`src/hdl/load_pkg.sv`:
```
package load_pkg;

	localparam int addr_w = 32;
	localparam int data_w = 64;
	localparam int tag_w  = 4;	// also the AXI ID width

	typedef enum logic [2:0] {
		lb  = 3'd0,
		lh  = 3'd1,
		lw  = 3'd2,
		ld  = 3'd3,
		lbu = 3'd4,
		lhu = 3'd5,
		lwu = 3'd6
	} load_op_e;

	typedef enum logic [1:0] {
		st_ok         = 2'd0,
		st_bus_err    = 2'd1,	// SLVERR or DECERR from the slave
		st_misaligned = 2'd2	// no bus access made
	} load_status_e;

	// AXI encodings
	localparam logic [1:0] axi_burst_incr  = 2'b01;
	localparam logic [1:0] axi_resp_okay   = 2'b00;
	localparam logic [1:0] axi_resp_slverr = 2'b10;

	typedef struct packed {
		logic [addr_w-1:0] addr;
		load_op_e          op;
		logic [tag_w-1:0]  tag;
	} load_req_t;

	// decode -> execute
	typedef struct packed {
		logic [addr_w-1:0] addr;	// 8-byte aligned
		logic [2:0]        size;	// log2 of bytes
		logic [2:0]        lane;	// byte offset in the beat
		logic              sign;
		logic [tag_w-1:0]  tag;
		logic              misaligned;
	} rd_cmd_t;

	// execute -> result
	typedef struct packed {
		logic [data_w-1:0] data;
		logic [1:0]        resp;
		logic [2:0]        lane;
		logic [2:0]        size;
		logic              sign;
		logic [tag_w-1:0]  tag;
		logic              misaligned;
	} rd_beat_t;

	typedef struct packed {
		logic [data_w-1:0] data;
		logic [tag_w-1:0]  tag;
		load_status_e      status;
	} load_rsp_t;

endpackage

```
`src/hdl/axi_load_top.sv`:
```
`timescale 1ns/10ps

module axi_load_top (
	input  logic                         clk,
	input  logic                         reset_n,
	// CPU request / response
	input  logic                         req_valid_i,
	output logic                         req_ready_o,
	input  load_pkg::load_req_t          req_i,
	output logic                         rsp_valid_o,
	input  logic                         rsp_ready_i,
	output load_pkg::load_rsp_t          rsp_o,
	// AXI4 read address channel
	output logic                         axi_ar_valid_o,
	input  logic                         axi_ar_ready_i,
	output logic [load_pkg::tag_w-1:0]   axi_ar_id_o,
	output logic [load_pkg::addr_w-1:0]  axi_ar_addr_o,
	output logic [7:0]                   axi_ar_len_o,
	output logic [2:0]                   axi_ar_size_o,
	output logic [1:0]                   axi_ar_burst_o,
	// AXI4 read data channel
	input  logic                         axi_r_valid_i,
	output logic                         axi_r_ready_o,
	input  logic [load_pkg::data_w-1:0]  axi_r_data_i,
	input  logic [1:0]                   axi_r_resp_i,
	input  logic [load_pkg::tag_w-1:0]   axi_r_id_i,
	input  logic                         axi_r_last_i
);
	import load_pkg::*;

	logic     cmd_valid;
	logic     cmd_ready;
	rd_cmd_t  cmd;
	logic     beat_valid;
	logic     beat_ready;
	rd_beat_t beat;

	load_decode u_decode (
		.clk         (clk),
		.reset_n     (reset_n),
		.req_valid_i (req_valid_i),
		.req_ready_o (req_ready_o),
		.req_i       (req_i),
		.cmd_valid_o (cmd_valid),
		.cmd_ready_i (cmd_ready),
		.cmd_o       (cmd)
	);

	axi_read_master u_master (
		.clk            (clk),
		.reset_n        (reset_n),
		.cmd_valid_i    (cmd_valid),
		.cmd_ready_o    (cmd_ready),
		.cmd_i          (cmd),
		.beat_valid_o   (beat_valid),
		.beat_ready_i   (beat_ready),
		.beat_o         (beat),
		.axi_ar_valid_o (axi_ar_valid_o),
		.axi_ar_ready_i (axi_ar_ready_i),
		.axi_ar_id_o    (axi_ar_id_o),
		.axi_ar_addr_o  (axi_ar_addr_o),
		.axi_ar_len_o   (axi_ar_len_o),
		.axi_ar_size_o  (axi_ar_size_o),
		.axi_ar_burst_o (axi_ar_burst_o),
		.axi_r_valid_i  (axi_r_valid_i),
		.axi_r_ready_o  (axi_r_ready_o),
		.axi_r_data_i   (axi_r_data_i),
		.axi_r_resp_i   (axi_r_resp_i),
		.axi_r_id_i     (axi_r_id_i),
		.axi_r_last_i   (axi_r_last_i)
	);

	load_result u_result (
		.clk          (clk),
		.reset_n      (reset_n),
		.beat_valid_i (beat_valid),
		.beat_ready_o (beat_ready),
		.beat_i       (beat),
		.rsp_valid_o  (rsp_valid_o),
		.rsp_ready_i  (rsp_ready_i),
		.rsp_o        (rsp_o)
	);

endmodule

```
`src/hdl/axi_read_master.sv`:
```
`timescale 1ns/10ps

module axi_read_master (
	input  logic                         clk,
	input  logic                         reset_n,
	input  logic                         cmd_valid_i,
	output logic                         cmd_ready_o,
	input  load_pkg::rd_cmd_t            cmd_i,
	output logic                         beat_valid_o,
	input  logic                         beat_ready_i,
	output load_pkg::rd_beat_t           beat_o,
	output logic                         axi_ar_valid_o,
	input  logic                         axi_ar_ready_i,
	output logic [load_pkg::tag_w-1:0]   axi_ar_id_o,
	output logic [load_pkg::addr_w-1:0]  axi_ar_addr_o,
	output logic [7:0]                   axi_ar_len_o,
	output logic [2:0]                   axi_ar_size_o,
	output logic [1:0]                   axi_ar_burst_o,
	input  logic                         axi_r_valid_i,
	output logic                         axi_r_ready_o,
	input  logic [load_pkg::data_w-1:0]  axi_r_data_i,
	input  logic [1:0]                   axi_r_resp_i,
	input  logic [load_pkg::tag_w-1:0]   axi_r_id_i,
	input  logic                         axi_r_last_i
);
	import load_pkg::*;

	typedef enum logic [1:0] {
		rd_idle,
		rd_addr,
		rd_data
	} rd_state_e;

	rd_state_e state_q;
	rd_cmd_t   cmd_q;
	rd_beat_t  beat_q;
	logic      beat_valid_q;
	logic      cmd_take;
	logic      skip_bus;
	logic      ar_fire;
	logic      r_fire;
	logic      r_bad;

	// only take a command when idle and the beat slot frees up
	assign cmd_ready_o = (state_q == rd_idle) && (!beat_valid_q || beat_ready_i);
	assign cmd_take    = cmd_valid_i && cmd_ready_o;
	assign skip_bus    = cmd_take && cmd_i.misaligned;

	assign ar_fire = axi_ar_valid_o && axi_ar_ready_i;
	assign r_fire  = axi_r_valid_i && axi_r_ready_o;
	assign r_bad   = (axi_r_id_i != cmd_q.tag) || !axi_r_last_i;	// wrong id or not last

	// AR fields come straight from the held command so they stay stable
	assign axi_ar_valid_o = (state_q == rd_addr);
	assign axi_ar_id_o    = cmd_q.tag;
	assign axi_ar_addr_o  = cmd_q.addr;
	assign axi_ar_len_o   = 8'd0;	// single beat
	assign axi_ar_size_o  = cmd_q.size;
	assign axi_ar_burst_o = axi_burst_incr;
	assign axi_r_ready_o  = (state_q == rd_data);

	always_ff @(posedge clk) begin
		if (!reset_n) begin
			state_q <= rd_idle;
		end else begin
			case (state_q)
				rd_idle: if (cmd_take && !cmd_i.misaligned) state_q <= rd_addr;
				rd_addr: if (ar_fire) state_q <= rd_data;
				rd_data: if (r_fire) state_q <= rd_idle;
				default: state_q <= rd_idle;
			endcase
		end
	end

	always_ff @(posedge clk) begin
		if (!reset_n) begin
			beat_valid_q <= 1'b0;
		end else if (r_fire || skip_bus) begin
			beat_valid_q <= 1'b1;
		end else if (beat_ready_i) begin
			beat_valid_q <= 1'b0;
		end
	end

	always_ff @(posedge clk) begin
		if (cmd_take) begin
			cmd_q <= cmd_i;
		end
		if (skip_bus) begin
			// bus-free beat, result stage reports the misalignment
			beat_q.data       <= '0;
			beat_q.resp       <= axi_resp_okay;
			beat_q.lane       <= cmd_i.lane;
			beat_q.size       <= cmd_i.size;
			beat_q.sign       <= cmd_i.sign;
			beat_q.tag        <= cmd_i.tag;
			beat_q.misaligned <= 1'b1;
		end else if (r_fire) begin
			beat_q.data       <= axi_r_data_i;
			beat_q.resp       <= r_bad ? axi_resp_slverr : axi_r_resp_i;
			beat_q.lane       <= cmd_q.lane;
			beat_q.size       <= cmd_q.size;
			beat_q.sign       <= cmd_q.sign;
			beat_q.tag        <= cmd_q.tag;
			beat_q.misaligned <= 1'b0;
		end
	end

	assign beat_valid_o = beat_valid_q;
	assign beat_o       = beat_q;

endmodule

```
`src/hdl/load_decode.sv`:
```
`timescale 1ns/10ps

module load_decode (
	input  logic                clk,
	input  logic                reset_n,
	input  logic                req_valid_i,
	output logic                req_ready_o,
	input  load_pkg::load_req_t req_i,
	output logic                cmd_valid_o,
	input  logic                cmd_ready_i,
	output load_pkg::rd_cmd_t   cmd_o
);
	import load_pkg::*;

	rd_cmd_t cmd_d;
	rd_cmd_t cmd_q;
	logic    valid_q;
	logic    req_take;

	// one entry, refilled in the same cycle it drains
	assign req_ready_o = !valid_q || cmd_ready_i;
	assign req_take    = req_valid_i && req_ready_o;

	always_comb begin
		cmd_d.addr = {req_i.addr[addr_w-1:3], 3'b000};
		cmd_d.lane = req_i.addr[2:0];
		cmd_d.tag  = req_i.tag;
		cmd_d.sign = (req_i.op == lb) || (req_i.op == lh) || (req_i.op == lw);

		case (req_i.op)
			lb, lbu: cmd_d.size = 3'd0;
			lh, lhu: cmd_d.size = 3'd1;
			lw, lwu: cmd_d.size = 3'd2;
			default: cmd_d.size = 3'd3;	// ld and the spare code
		endcase

		// low address bits below the access size must be zero
		case (cmd_d.size)
			3'd0:    cmd_d.misaligned = 1'b0;
			3'd1:    cmd_d.misaligned = req_i.addr[0];
			3'd2:    cmd_d.misaligned = |req_i.addr[1:0];
			default: cmd_d.misaligned = |req_i.addr[2:0];
		endcase
	end

	always_ff @(posedge clk) begin
		if (!reset_n) begin
			valid_q <= 1'b0;
		end else if (req_take) begin
			valid_q <= 1'b1;
		end else if (cmd_ready_i) begin
			valid_q <= 1'b0;
		end
	end

	always_ff @(posedge clk) begin
		if (req_take) begin
			cmd_q <= cmd_d;
		end
	end

	assign cmd_valid_o = valid_q;
	assign cmd_o       = cmd_q;

endmodule

```
`src/hdl/load_result.sv`:
```
`timescale 1ns/10ps

module load_result (
	input  logic                clk,
	input  logic                reset_n,
	input  logic                beat_valid_i,
	output logic                beat_ready_o,
	input  load_pkg::rd_beat_t  beat_i,
	output logic                rsp_valid_o,
	input  logic                rsp_ready_i,
	output load_pkg::load_rsp_t rsp_o
);
	import load_pkg::*;

	load_rsp_t         rsp_q;
	logic              rsp_valid_q;
	logic              beat_take;
	logic [data_w-1:0] shifted;
	logic [data_w-1:0] ext;
	load_status_e      status;

	assign beat_ready_o = !rsp_valid_q || rsp_ready_i;
	assign beat_take    = beat_valid_i && beat_ready_o;

	// bring the addressed lane down to bit 0
	assign shifted = beat_i.data >> {beat_i.lane, 3'b000};

	// mask to the access size, fill from the top byte when signed
	always_comb begin
		case (beat_i.size)
			3'd0:    ext = {{(data_w-8){beat_i.sign && shifted[7]}}, shifted[7:0]};
			3'd1:    ext = {{(data_w-16){beat_i.sign && shifted[15]}}, shifted[15:0]};
			3'd2:    ext = {{(data_w-32){beat_i.sign && shifted[31]}}, shifted[31:0]};
			default: ext = shifted;
		endcase
	end

	always_comb begin
		if (beat_i.misaligned) begin
			status = st_misaligned;	// wins over any resp
		end else if (beat_i.resp != axi_resp_okay) begin
			status = st_bus_err;
		end else begin
			status = st_ok;
		end
	end

	always_ff @(posedge clk) begin
		if (!reset_n) begin
			rsp_valid_q <= 1'b0;
		end else if (beat_take) begin
			rsp_valid_q <= 1'b1;
		end else if (rsp_ready_i) begin
			rsp_valid_q <= 1'b0;
		end
	end

	always_ff @(posedge clk) begin
		if (beat_take) begin
			rsp_q.data   <= (status == st_ok) ? ext : '0;
			rsp_q.tag    <= beat_i.tag;
			rsp_q.status <= status;
		end
	end

	assign rsp_valid_o = rsp_valid_q;
	assign rsp_o       = rsp_q;

endmodule

```
`config.mk`:
```
export PLATFORM = sky130hd
export DESIGN_NAME = axi_load_top
export DESIGN_NICKNAME = d
export VERILOG_FILES = /design/src/hdl/load_pkg.sv /design/src/hdl/axi_load_top.sv /design/src/hdl/axi_read_master.sv /design/src/hdl/load_decode.sv /design/src/hdl/load_result.sv
export SDC_FILE = /design/constraint.sdc
export NUM_CORES = 1
export LEC_CHECK = 0
export ABC_AREA = 1
export BUFFER_PORTS_ARGS = -buffer_cell sky130_fd_sc_hd__buf_2
export CAP_MARGIN = 5
export CORE_MARGIN = 4
export CORE_UTILIZATION = 50
export DETAILED_ROUTE_END_ITERATION = 6
export PLACE_DENSITY = 0.84
export SLEW_MARGIN = 40
export SYNTH_ARGS = -nofsm -noshare
export SYNTH_HDL_FRONTEND = slang
export SYNTH_HIERARCHICAL = 1
export SYNTH_SLANG_ARGS = --single-unit
export TNS_END_PERCENT = 100
```
`constraint.sdc`:
```
create_clock -name clk -period 4.5 [get_ports clk]
set_input_delay 0.45 -clock clk [delete_from_list [all_inputs] [get_ports clk]]
set_output_delay 0.45 -clock clk [all_outputs]
set_load 0.02 [all_outputs]
```
==> run_results.csv, run 1 <==
group,metric,value,unit
status,status,"finished, final reports clean",
grt,grt_pass1_vias,8156,
clock_tree,cts_hold_buf,0,
floorplan,rows,54,
floorplan,fp.dieW,158,um
routing,totalWireLength,28.3,mm
worst_setup_path,cpPeakStageDelay,0.77,ns
timing,tightest_slew,0.760,ns
worst_setup_path,required,4.77,ns
clock_tree,cts_max_path_buffers,3,
placed_design,hpwlAfterDp,20.7,mm
min_path,hp-class,"primary input to flip-flop",
pwr,pwr_density_cell,395,mW/mm2
routing,antenna_left,0,
grt,grt_start_max_net_pins,72,
flow_run,cap_violations,0,
pwr,peakVddDrop,276,uV
worst_setup_path,start_kind,"flip-flop",
worst_setup_path,critical_path_class,"flip-flop to flip-flop",
synth,ys_ff_latch,236,
finish,final_area,0.0128,mm2
routing,firstDrtPassIters,5,
grt,antenna_found_initial,5,
timing,final_max_slew_viol_count,0,
placed_design,io_buffers,228,
pwr,p_leak,6.16,nW
finish,final_cells,1765,
clock_tree,clk_pin_slew_worst_paths,0.06,ns
grt,grt_util_all_layers,21.9,%
floorplan,fp.dieArea,0.0248,mm2
routing,met1_length,11.8,mm
pwr,power.total,0.00506,W
timing,rsz0062_at_grt,"false",
clock_tree,cts_tree,"done",
timing,setup_violations,0,
finish,final_nets,1581,
finish,area_growth,14.5,%
timing,fin_crit_sh,59.8,%
routing,route.met3.wl,2.59,mm
routing,drc,0,
worst_setup_path,r2r_cells,6,
timing,hold_viol,0,
synth,yosys_warnings,6,
min_path,hold_start,"req_i[11]",
finish,drive_above_1_share,20.2,%
floorplan,io_pins,239,
timing,finClkSkew,0.0164,ns
grt,grt_pass1_wl,42.8,mm
routing,top_layer,"met5",
clock_tree,cts_buffers,24,
routing,avgRoutedWirePerCell,16.0,um
worst_setup_path,crit_buf_inv,2,
worst_setup_path,reg2reg_slack,1.81,ns
worst_setup_path,critPathMaxFanout,71,
routing,drt_iter0_drc,810,
min_path,whs_endpoint,"u_decode/cmd_o[16]",
clock_tree,clk-insertion-delay-late,0.53,ns
placed_design,dp_cells,1719,
floorplan,core_area,0.0219,mm2
timing,timing.final.crit_period,2.69,ns
clock_tree,htreeDepth,1,
synth,yosysSeqAreaShare,56.9,%
worst_setup_path,slowest_stage,"clkinv_2",
worst_setup_path,crit_path_end_kind,"flip-flop",
timing,timing.fmax,371,MHz
floorplan,initial_utilization,51.1,%
grt,globalRouteOverflowTotal,0,
synth,avgSynthCellArea,8.51,um2
synth,mappedNetlistArea,0.0112,mm2
placed_design,placed_cell_area,0.0120,mm2
worst_setup_path,r2r_end,"u_master/beat_o[5]",
worst_setup_path,r2r-start,"u_master/state_q[0]",
floorplan,die_h,158,um
synth,synth_cell_type_count,36,
timing,tns,0,ns
routing,routed-via-count,8786,
placed_design,place.gp.congestion,0.942,
worst_setup_path,cpLargestDelayFamily,"buffers and inverters",
routing,met2_length,13.2,mm
clock_tree,cts_resized,0,
timing,hold_ws,0.0946,ns
worst_setup_path,cp_data_arrival_time,2.97,ns
worst_setup_path,crit_top_cell,"nand2_1",
clock_tree,postCtsSetupRepairBufs,0,
clock_tree,root_buffer,"clkbuf_16",
clock_tree,clkSinkCount,236,
worst_setup_path,crit_chain,"nor2_4 > nand2_4 > clkinv_2 > buf_4 > nand2_1 > nand2_1",
synth,synthCells,1315,
timing,slew_headroom,49.3,%
routing,vias_per_cell,4.98,
min_path,min_path_cells,1,
==> stage by stage <==
stage,utilization [%],worst slack [ns]
after floorplan,-,0.112
after global placement,54.6,2.05
after detailed placement,54.6,1.98
after CTS,58.5,1.98
after global routing,58.5,1.54
final,58.5,1.81
==> state kept, by name (all words and copies together) (netlist names) <==
name and count:
u_result/rsp_o 70, u_decode/cmd_o 40, u_master/axi_ar_size_o 3, u_master/axi_ar_id_o 4
u_result/rsp_valid_o 1, u_master/beat_valid_o 1, u_decode/cmd_valid_o 1, u_master/cmd_q 4
u_master/state_q 2, u_master/beat_o 78, u_master/axi_ar_addr_o 32
==> cell type report <==
| type | count | area [um2] |
|---|---|---|
| well taps | 280 | 350 |
| clock buffers | 29 | 639 |
| fillers | 1974 | 9080 |
| diodes | 3 | 7.51 |
| inverters | 118 | 452 |
| multi-input cells | 847 | 3580 |
| flip-flops and latches | 236 | 6370 |
| repair buffers | 238 | 1220 |
| clock inverters | 14 | 196 |
==> cells by family after synthesis <==
kind of cell | after synthesis | synth area share, %
AND/OR/NAND/NOR | 742 | 26.9
buffers and inverters | 243 | 11.7
flip-flops | 236 | 56.9
AO/OA/AOI/OAI | 90 | 4.29
other | 3 | 0.101
XOR/XNOR | 1 | 0.0783
==> power breakdown <==
part           internal, W  switching (W)  total, W  leakage (nW)
Sequential         0.00243      0.0000605   0.00250          2.12
Clock              0.00125       0.000816   0.00206         0.404
Combinational     0.000157       0.000342  0.000499          3.63
==> worst max-delay path by stage <==
stage	slack (ns)	start	depth (start not counted)	to
final	1.81	u_master/state_q[0]	6	u_master/beat_o[5]
after global routing	1.54	u_master/state_q[0]	6	u_master/beat_o[5]
after CTS	1.98	u_master/state_q[1]	9	u_master/beat_o[73]
after detailed placement	1.98	u_master/state_q[1]	9	u_master/beat_o[73]
after global placement	2.05	axi_r_valid_i	8	u_master/beat_o[76]
after floorplan	0.11	rsp_ready_i	2	u_result/rsp_o[0]
==> cells in the mapped netlist (all sizes together) <==
| library cell | number | area share (%) |
|---|---|---|
| o22ai | 2 | 0.11 |
| nand3 | 58 | 2.9 |
| and2 | 11 | 0.62 |
| o21a | 1 | 0.067 |
| a21boi | 3 | 0.20 |
| nand2 | 534 | 18 |
| conb | 3 | 0.10 |
| nor2 | 113 | 3.9 |
| dfxtp | 72 | 13 |
| edfxtp | 164 | 44 |
| or2 | 9 | 0.50 |
| a21oi | 26 | 1.2 |
| xnor2 | 1 | 0.078 |
| nor3 | 16 | 0.82 |
| clkbuf | 32 | 1.1 |
| inv | 118 | 4.0 |
| buf | 93 | 6.6 |
| nand4 | 1 | 0.056 |
| a211oi | 7 | 0.47 |
| o21ai | 51 | 2.3 |
==> routing by layer <==
layer	track usage [%]	vias to the layer above
met1	29.9	3960
met2	34.9	401
li1	-	4372
met4	6.76	4
met3	5.11	49
met5	0	-
==> placed cells by master (no fill, tap or decap), drive strengths merged, types with 2 or more instances in the layout <==
master / instances
inv: 116
clkbuf: 29
o22ai: 2
nor2: 113
and2: 11
nor3: 16
a21boi: 3
diode: 3
buf: 238
bufinv: 4
a21oi: 26
nand3: 58
clkinv: 11
or2: 9
dfxtp: 72
nand2: 534
o21ai: 51
a211oi: 7
edfxtp: 164
conb: 14
Power figures use the tool's default switching activity.
==> run 2: changes to the inputs <==
ABC_AREA = 0   (was 1)
CORE_UTILIZATION = 49   (was 50)
PLACE_DENSITY = 0.83   (was 0.84)
clock period = 2.3 ns   (was 4.5 ns; I/O delays follow)
==> run 2 against run 1 <==
Clock power is 99% higher. Maximum frequency is 26% higher. Sequential share of layout area is 4.0 points lower. Highest routed layer unchanged.
==> run_results.csv, run 2 <==
group,metric,value,unit
worst_setup_path,critPathMaxFanout,56,
synth,yosys.area.top_type,"edfxtp_1",
worst_setup_path,critical_path_class,"flip-flop to flip-flop",
routing,totalWireLength,31.8,mm
finish,final_common_cell,"buf_2",
pwr,peakVddDrop,697,uV
flow_run,cap_violations,0,
placed_design,dp_cells,1346,
clock_tree,clkSinkCount,236,
placed_design,place.gp.congestion,0.933,
finish,drive_above_1_share,29.0,%
synth,async_reset_ff_share,0,%
clock_tree,cts_buffers,25,
pwr,pwr_density_cell,733,mW/mm2
timing,final_max_slew_viol_count,0,
timing,tightest_slew,0.691,ns
synth,synthMuxAreaShare,9.94,%
clock_tree,clk_pin_slew_worst_paths,0.06,ns
timing,slew_headroom,53.9,%
floorplan,fp.dieArea,0.0246,mm2
synth,synth_most_common_cell,"nand2_1",
grt,grt_util_all_layers,25.3,%
clock_tree,cts_max_path_buffers,3,
finish,multi_input_comb_area,0.00368,mm2
floorplan,core_area,0.0218,mm2
synth,synth_edf_count,164,
grt,grt_start_max_net_pins,65,
floorplan,fp.dieW,157,um
floorplan,rows,54,
synth,synth_top_family_by_area,"compound AO/OA/AOI/OAI gates",
synth,synth_cell_type_count,54,
synth,synth-compound-area-share,12.2,%
pwr,p_leak,5.28,nW
synth,synthCells,917,
routing,avgRoutedWirePerCell,21.2,um
synth,synth.top_cell.area_share,45.4,%
floorplan,die_h,157,um
worst_setup_path,required,2.54,ns
routing,vias_per_cell,5.56,
synth,synth-adder-area-share,0,%
finish,fillers,1571,
timing,fin_crit_sh,92.9,%
finish,final_nets,1318,
floorplan,initial_utilization,49.8,%
min_path,hp-class,"primary input to flip-flop",
worst_setup_path,crit_path_end_kind,"flip-flop",
synth,synth_area_leaders,"edfxtp_1, dfxtp_1, nand2_1",
clock_tree,root_buffer,"clkbuf_16",
finish,final_cells,1502,
pwr,power.total,0.0102,W
timing,hold_viol,0,
synth,synthSimpleGateAreaFrac,10.8,%
routing,antenna_left,0,
synth,yosysSeqAreaShare,58.6,%
finish,largest_reg_flops,78,
timing,hold_ws,0.0964,ns
routing,drc,0,
worst_setup_path,cpPeakStageDelay,0.42,ns
grt,antenna_found_initial,2,
routing,firstDrtPassIters,5,
clock_tree,clk-insertion-delay-late,0.54,ns
synth,ys_top_cells_by_count,"nand2_1, edfxtp_1, a21oi_1, dfxtp_1, buf_4",
grt,grt_pass1_vias,8278,
synth,ys.flop_type,"edfxtp_1",
placed_design,hpwlAfterDp,21.1,mm
routing,drt_iter0_drc,661,
routing,routed-via-count,8351,
synth,synth_xor_area_share,0.323,%
synth,ys_ff_latch,236,
finish,area_growth,28.4,%
placed_design,io_buffers,228,
worst_setup_path,crit_chain,"buf_4 > mux2i_1 > a22oi_1 > nand4_1 > buf_12 > a41oi_1",
worst_setup_path,slowest_stage,"edfxtp_1",
timing,tns,0,ns
grt,globalRouteOverflowTotal,0,
finish,final_cell_mix,"buf_2, nand2_1, edfxtp_1, dlygate4sd3_1, a21oi_1",
timing,setup_ws,0.163,ns
timing,setup_violations,0,
timing,timing.final.crit_period,2.14,ns
worst_setup_path,cp_data_arrival_time,2.37,ns
clock_tree,htreeDepth,1,
timing,rsz0062_at_grt,"false",
grt,grt_pass1_wl,48.3,mm
synth,avgSynthCellArea,11.8,um2
status,status,"finished, final reports clean",
timing,timing.fmax,468,MHz
clock_tree,cts_tree,"done",
synth,yosys_warnings,6,
placed_design,dp_slack,0.204,ns
synth,mappedNetlistArea,0.0109,mm2
timing,finClkSkew,0.0169,ns
finish,seq_area,0.00637,mm2
worst_setup_path,start_kind,"flip-flop",
floorplan,io_pins,239,
==> run 2: cell count changes after synthesis, moves of 14 or more <==
cell       previous run  this run
a31oi_1               0        17
nand3_1              52         3
o21ai_0              40        14
nor3_1               15         1
mux4_2                0        19
o2bb2ai_1             0        14
buf_2                15        31
a41oi_1               0        32
a21oi_1              26        77
nand2b_1              0        14
nand2_1             527       180
mux2i_1               0        55
inv_1               113         6
nor2_1              112        16
==> run 2: logic make-up (layout without fill, tap and decap cells) <==
kind of cell,Yosys count,count (layout)
flip-flops,236,236
other,3,16
multiplexers,83,83
AO/OA/AOI/OAI,197,197
buffers and inverters,133,425
XOR/XNOR,4,4
AND/OR/NAND/NOR,261,261
==> run 2: layout make-up <==
class	count	share of cell area (%)
Sequential cell	236	45.7
Multi-Input combinational cell	559	26.4
Timing Repair Buffer	374	19.2
Clock buffer	31	5.03
Tap cell	280	2.51
Clock inverter	14	1.06
Inverter	6	0.162
Antenna cell	2	0.0359
==> run 2: final timing paths <==
path                        from  slack, ns  depth (start not counted)                          to
max          u_master/beat_o[10]       0.16                          6          u_result/rsp_o[68]
min                 axi_r_last_i        0.1                          3         u_master/beat_o[13]
max reg2reg  u_master/beat_o[10]       0.16                          6          u_result/rsp_o[68]
min reg2reg   u_decode/cmd_o[40]       0.42                          0  u_master/axi_ar_addr_o[28]
==> run 2: stage by stage <==
| stage | utilization (%) | area (um2) |
|---|---|---|
| 6_report | 63.9 | 13900 |
| 5_1_grt | 63.9 | 13900 |
| 4_1_cts | 63.9 | 13900 |
| 3_5_place_dp | 55.0 | 12000 |
| 3_3_place_gp | 55.0 | 12000 |
| 2_1_floorplan | - | 10900 |
==> run 2: timing repair <==
item,in CTS,in global routing
buffers inserted,0,0
hold endpoints to repair,108,0
resized for setup,0,0
hold buffers,109,0
==> run 2: power breakdown <==
group          leakage [nW]  internal [W]  switching [W]
clock network         0.412       0.00241        0.00169
registers              2.12       0.00478       0.000183
logic                  2.75      0.000523       0.000638
==> run 2: layer usage <==
metal | GRT usage [%] | share of wire, %
met1 | 31.3 | 37
met2 | 43.9 | 51
met3 | 5.86 | 8.8
met4 | 8.64 | 3.1
met5 | 0 | 0.022
==> run 2: critical path: cells and delay by family (launching register included) <==
kind	cells	cell delay [ns]
flip-flops	1	0.42
buffers and inverters	2	0.54
AO/OA/AOI/OAI	2	0.34
AND/OR/NAND/NOR	1	0.18
multiplexers	1	0.34
==> run 3: changes to the inputs <==
CORE_UTILIZATION = 30   (was 49)
PLACE_DENSITY = 0.58   (was 0.83)
==> run 3 against run 2 <==
Sequential share of layout area is 0.85 points lower. First-iteration DRC count is 31% lower. Combinational power about the same. Hold slack got worse by 0.058 ns. Critical endpoint is now u_result/rsp_o[49]. Largest cell class unchanged. Highest routed layer unchanged. Routed wire length is 4.1% higher. Clock skew fell by 0.0055 ns.
==> run_results.csv, run 3 (synthesis results as in run 2) <==
group,metric,value,unit
timing,timing.fmax,471,MHz
clock_tree,htreeDepth,1,
clock_tree,clk-insertion-delay-late,0.53,ns
placed_design,io_buffers,228,
worst_setup_path,required,2.65,ns
timing,fin_crit_sh,92.3,%
floorplan,core_area,0.0357,mm2
finish,fillers,3442,
finish,final_cell_mix,"buf_2, nand2_1, edfxtp_1, dlygate4sd3_1, a21oi_1",
routing,antenna_left,0,
pwr,p_int,0.00786,W
clock_tree,cts_max_path_buffers,3,
placed_design,dp_cells,1536,
grt,grt_pass1_vias,8490,
timing,rsz0062_at_grt,"false",
grt,antenna_found_initial,2,
routing,totalWireLength,33.1,mm
floorplan,io_pins,239,
pwr,pwr_density_cell,727,mW/mm2
finish,final_cells,1694,
clock_tree,cts_buffers,26,
pwr,swShare,23.9,%
worst_setup_path,start_kind,"flip-flop",
worst_setup_path,crit_path_end_kind,"flip-flop",
grt,globalRouteOverflowTotal,0,
timing,setup_violations,0,
finish,final_common_cell,"buf_2",
pwr,pwr-share-clk,40.8,%
pwr,p_leak,5.31,nW
routing,avgRoutedWirePerCell,19.5,um
pwr,seq_power_share,48.1,%
grt,grt_util_all_layers,16.6,%
floorplan,fp.dieW,198,um
finish,largest_reg_flops,78,
floorplan,initial_utilization,30.5,%
worst_setup_path,cp_data_arrival_time,2.48,ns
clock_tree,clk_pin_slew_worst_paths,0.06,ns
min_path,hp-class,"primary input to flip-flop",
finish,final_area,0.0142,mm2
worst_setup_path,critical_path_class,"flip-flop to flip-flop",
flow_run,cap_violations,0,
placed_design,place.gp.congestion,0.874,
timing,finClkSkew,0.0115,ns
placed_design,hpwlAfterDp,24.0,mm
timing,tightest_slew,0.626,ns
clock_tree,cts_tree,"done",
routing,drt_iter0_drc,458,
pwr,peakVddDrop,794,uV
timing,slew_headroom,58.3,%
floorplan,die_h,198,um
timing,final_max_slew_viol_count,0,
pwr,power.switching,0.00247,W
routing,firstDrtPassIters,4,
grt,grt_pass1_wl,50.6,mm
finish,final_nets,1328,
timing,tns,0,ns
worst_setup_path,critPathMaxFanout,33,
placed_design,placed_cell_area,0.0122,mm2
clock_tree,postCtsSetupRepairBufs,0,
placed_design,dp_slack,0.158,ns
routing,vias_per_cell,4.78,
floorplan,rows,69,
timing,hold_viol,0,
pwr,comb_power_share,11.1,%
clock_tree,root_buffer,"clkbuf_16",
floorplan,fp.dieArea,0.0393,mm2
routing,routed-via-count,8094,
routing,drc,0,
clock_tree,clkSinkCount,236,
finish,drive_above_1_share,29.2,%
grt,grt_start_max_net_pins,57,
timing,timing.final.crit_period,2.12,ns
timing,setup_ws,0.178,ns
finish,area_growth,30.8,%
status,status,"finished, final reports clean",
-- run 3: changes by cell type in the layout (fill, tap and decap cells not counted), sizes merged --
cell | previous run | this run
clkinvlp | 3 | 2
buf | 265 | 274
diode | 2 | 1
clkinv | 8 | 5
clkbuf | 31 | 37
bufinv | 2 | 3
-- run 3: area by class of cell --
type	instances	area [um2]	share of cell area, %
Sequential cell	236	6370	44.8
Multi-Input combinational cell	559	3670	25.9
Timing Repair Buffer	383	2690	19.0
Clock buffer	37	736	5.18
Tap cell	461	577	4.06
Clock inverter	11	135	0.951
Inverter	6	22.5	0.159
Antenna cell	1	2.50	0.0176
-- run 3: repair_timing --
action                                  4_1_cts  5_1_grt
endpoints found under the setup margin        0        6
hold endpoints to repair                    110        0
resized for setup                             0        1
hold buffers                                109        0
-- run 3: final timing paths --
path | cells after the start | endpoint | start | slack, ns
setup / recovery | 7 | u_result/rsp_o[49] | u_master/beat_o[9] | 0.18
hold / removal | 3 | u_result/rsp_valid_o | rsp_ready_i | 0.04
setup reg to reg | 7 | u_result/rsp_o[49] | u_master/beat_o[9] | 0.18
hold reg to reg | 0 | u_master/axi_ar_addr_o[3] | u_decode/cmd_o[15] | 0.41
-- run 3: routing by layer --
layer  up-vias  track usage [%]  share of wire (%)
li1       3893                -                  -
met4         2             5.02                3.6
met5         -                0              0.039
met2       275             29.4                 50
met3        72             3.86                6.4
met1      3852             20.1                 40
-- run 3: metrics by stage --
stage	hold slack [ns]	utilization, %	power, W
final	0.0386	39.8	0.0103
after global routing	0.0532	39.8	0.0107
after CTS	0.0102	39.8	0.0104
after detailed placement	0.405	34.3	0.00607
after global placement	0.401	34.3	0.00606
after floorplan	0.329	-	0.00567
-- run 3: critical path, cell delays in order, from the launching register on --
cell      delay, ns
edfxtp_1       0.41
buf_12         0.19
and2b_1        0.25
a22oi_1        0.31
nand4_1        0.20
buf_12         0.20
buf_12         0.17
a41oi_1        0.19
-- run 3: power groups by stage --
stage	sequential [W]	clock, W	combinational, W
CTS	0.00497	0.00433	0.00115
finish	0.00496	0.00421	0.00115
global placement	0.00506	0	0.00100
global route	0.00499	0.00450	0.00126
floorplan	0.00500	0	0.000670
detailed placement	0.00506	0	0.00101
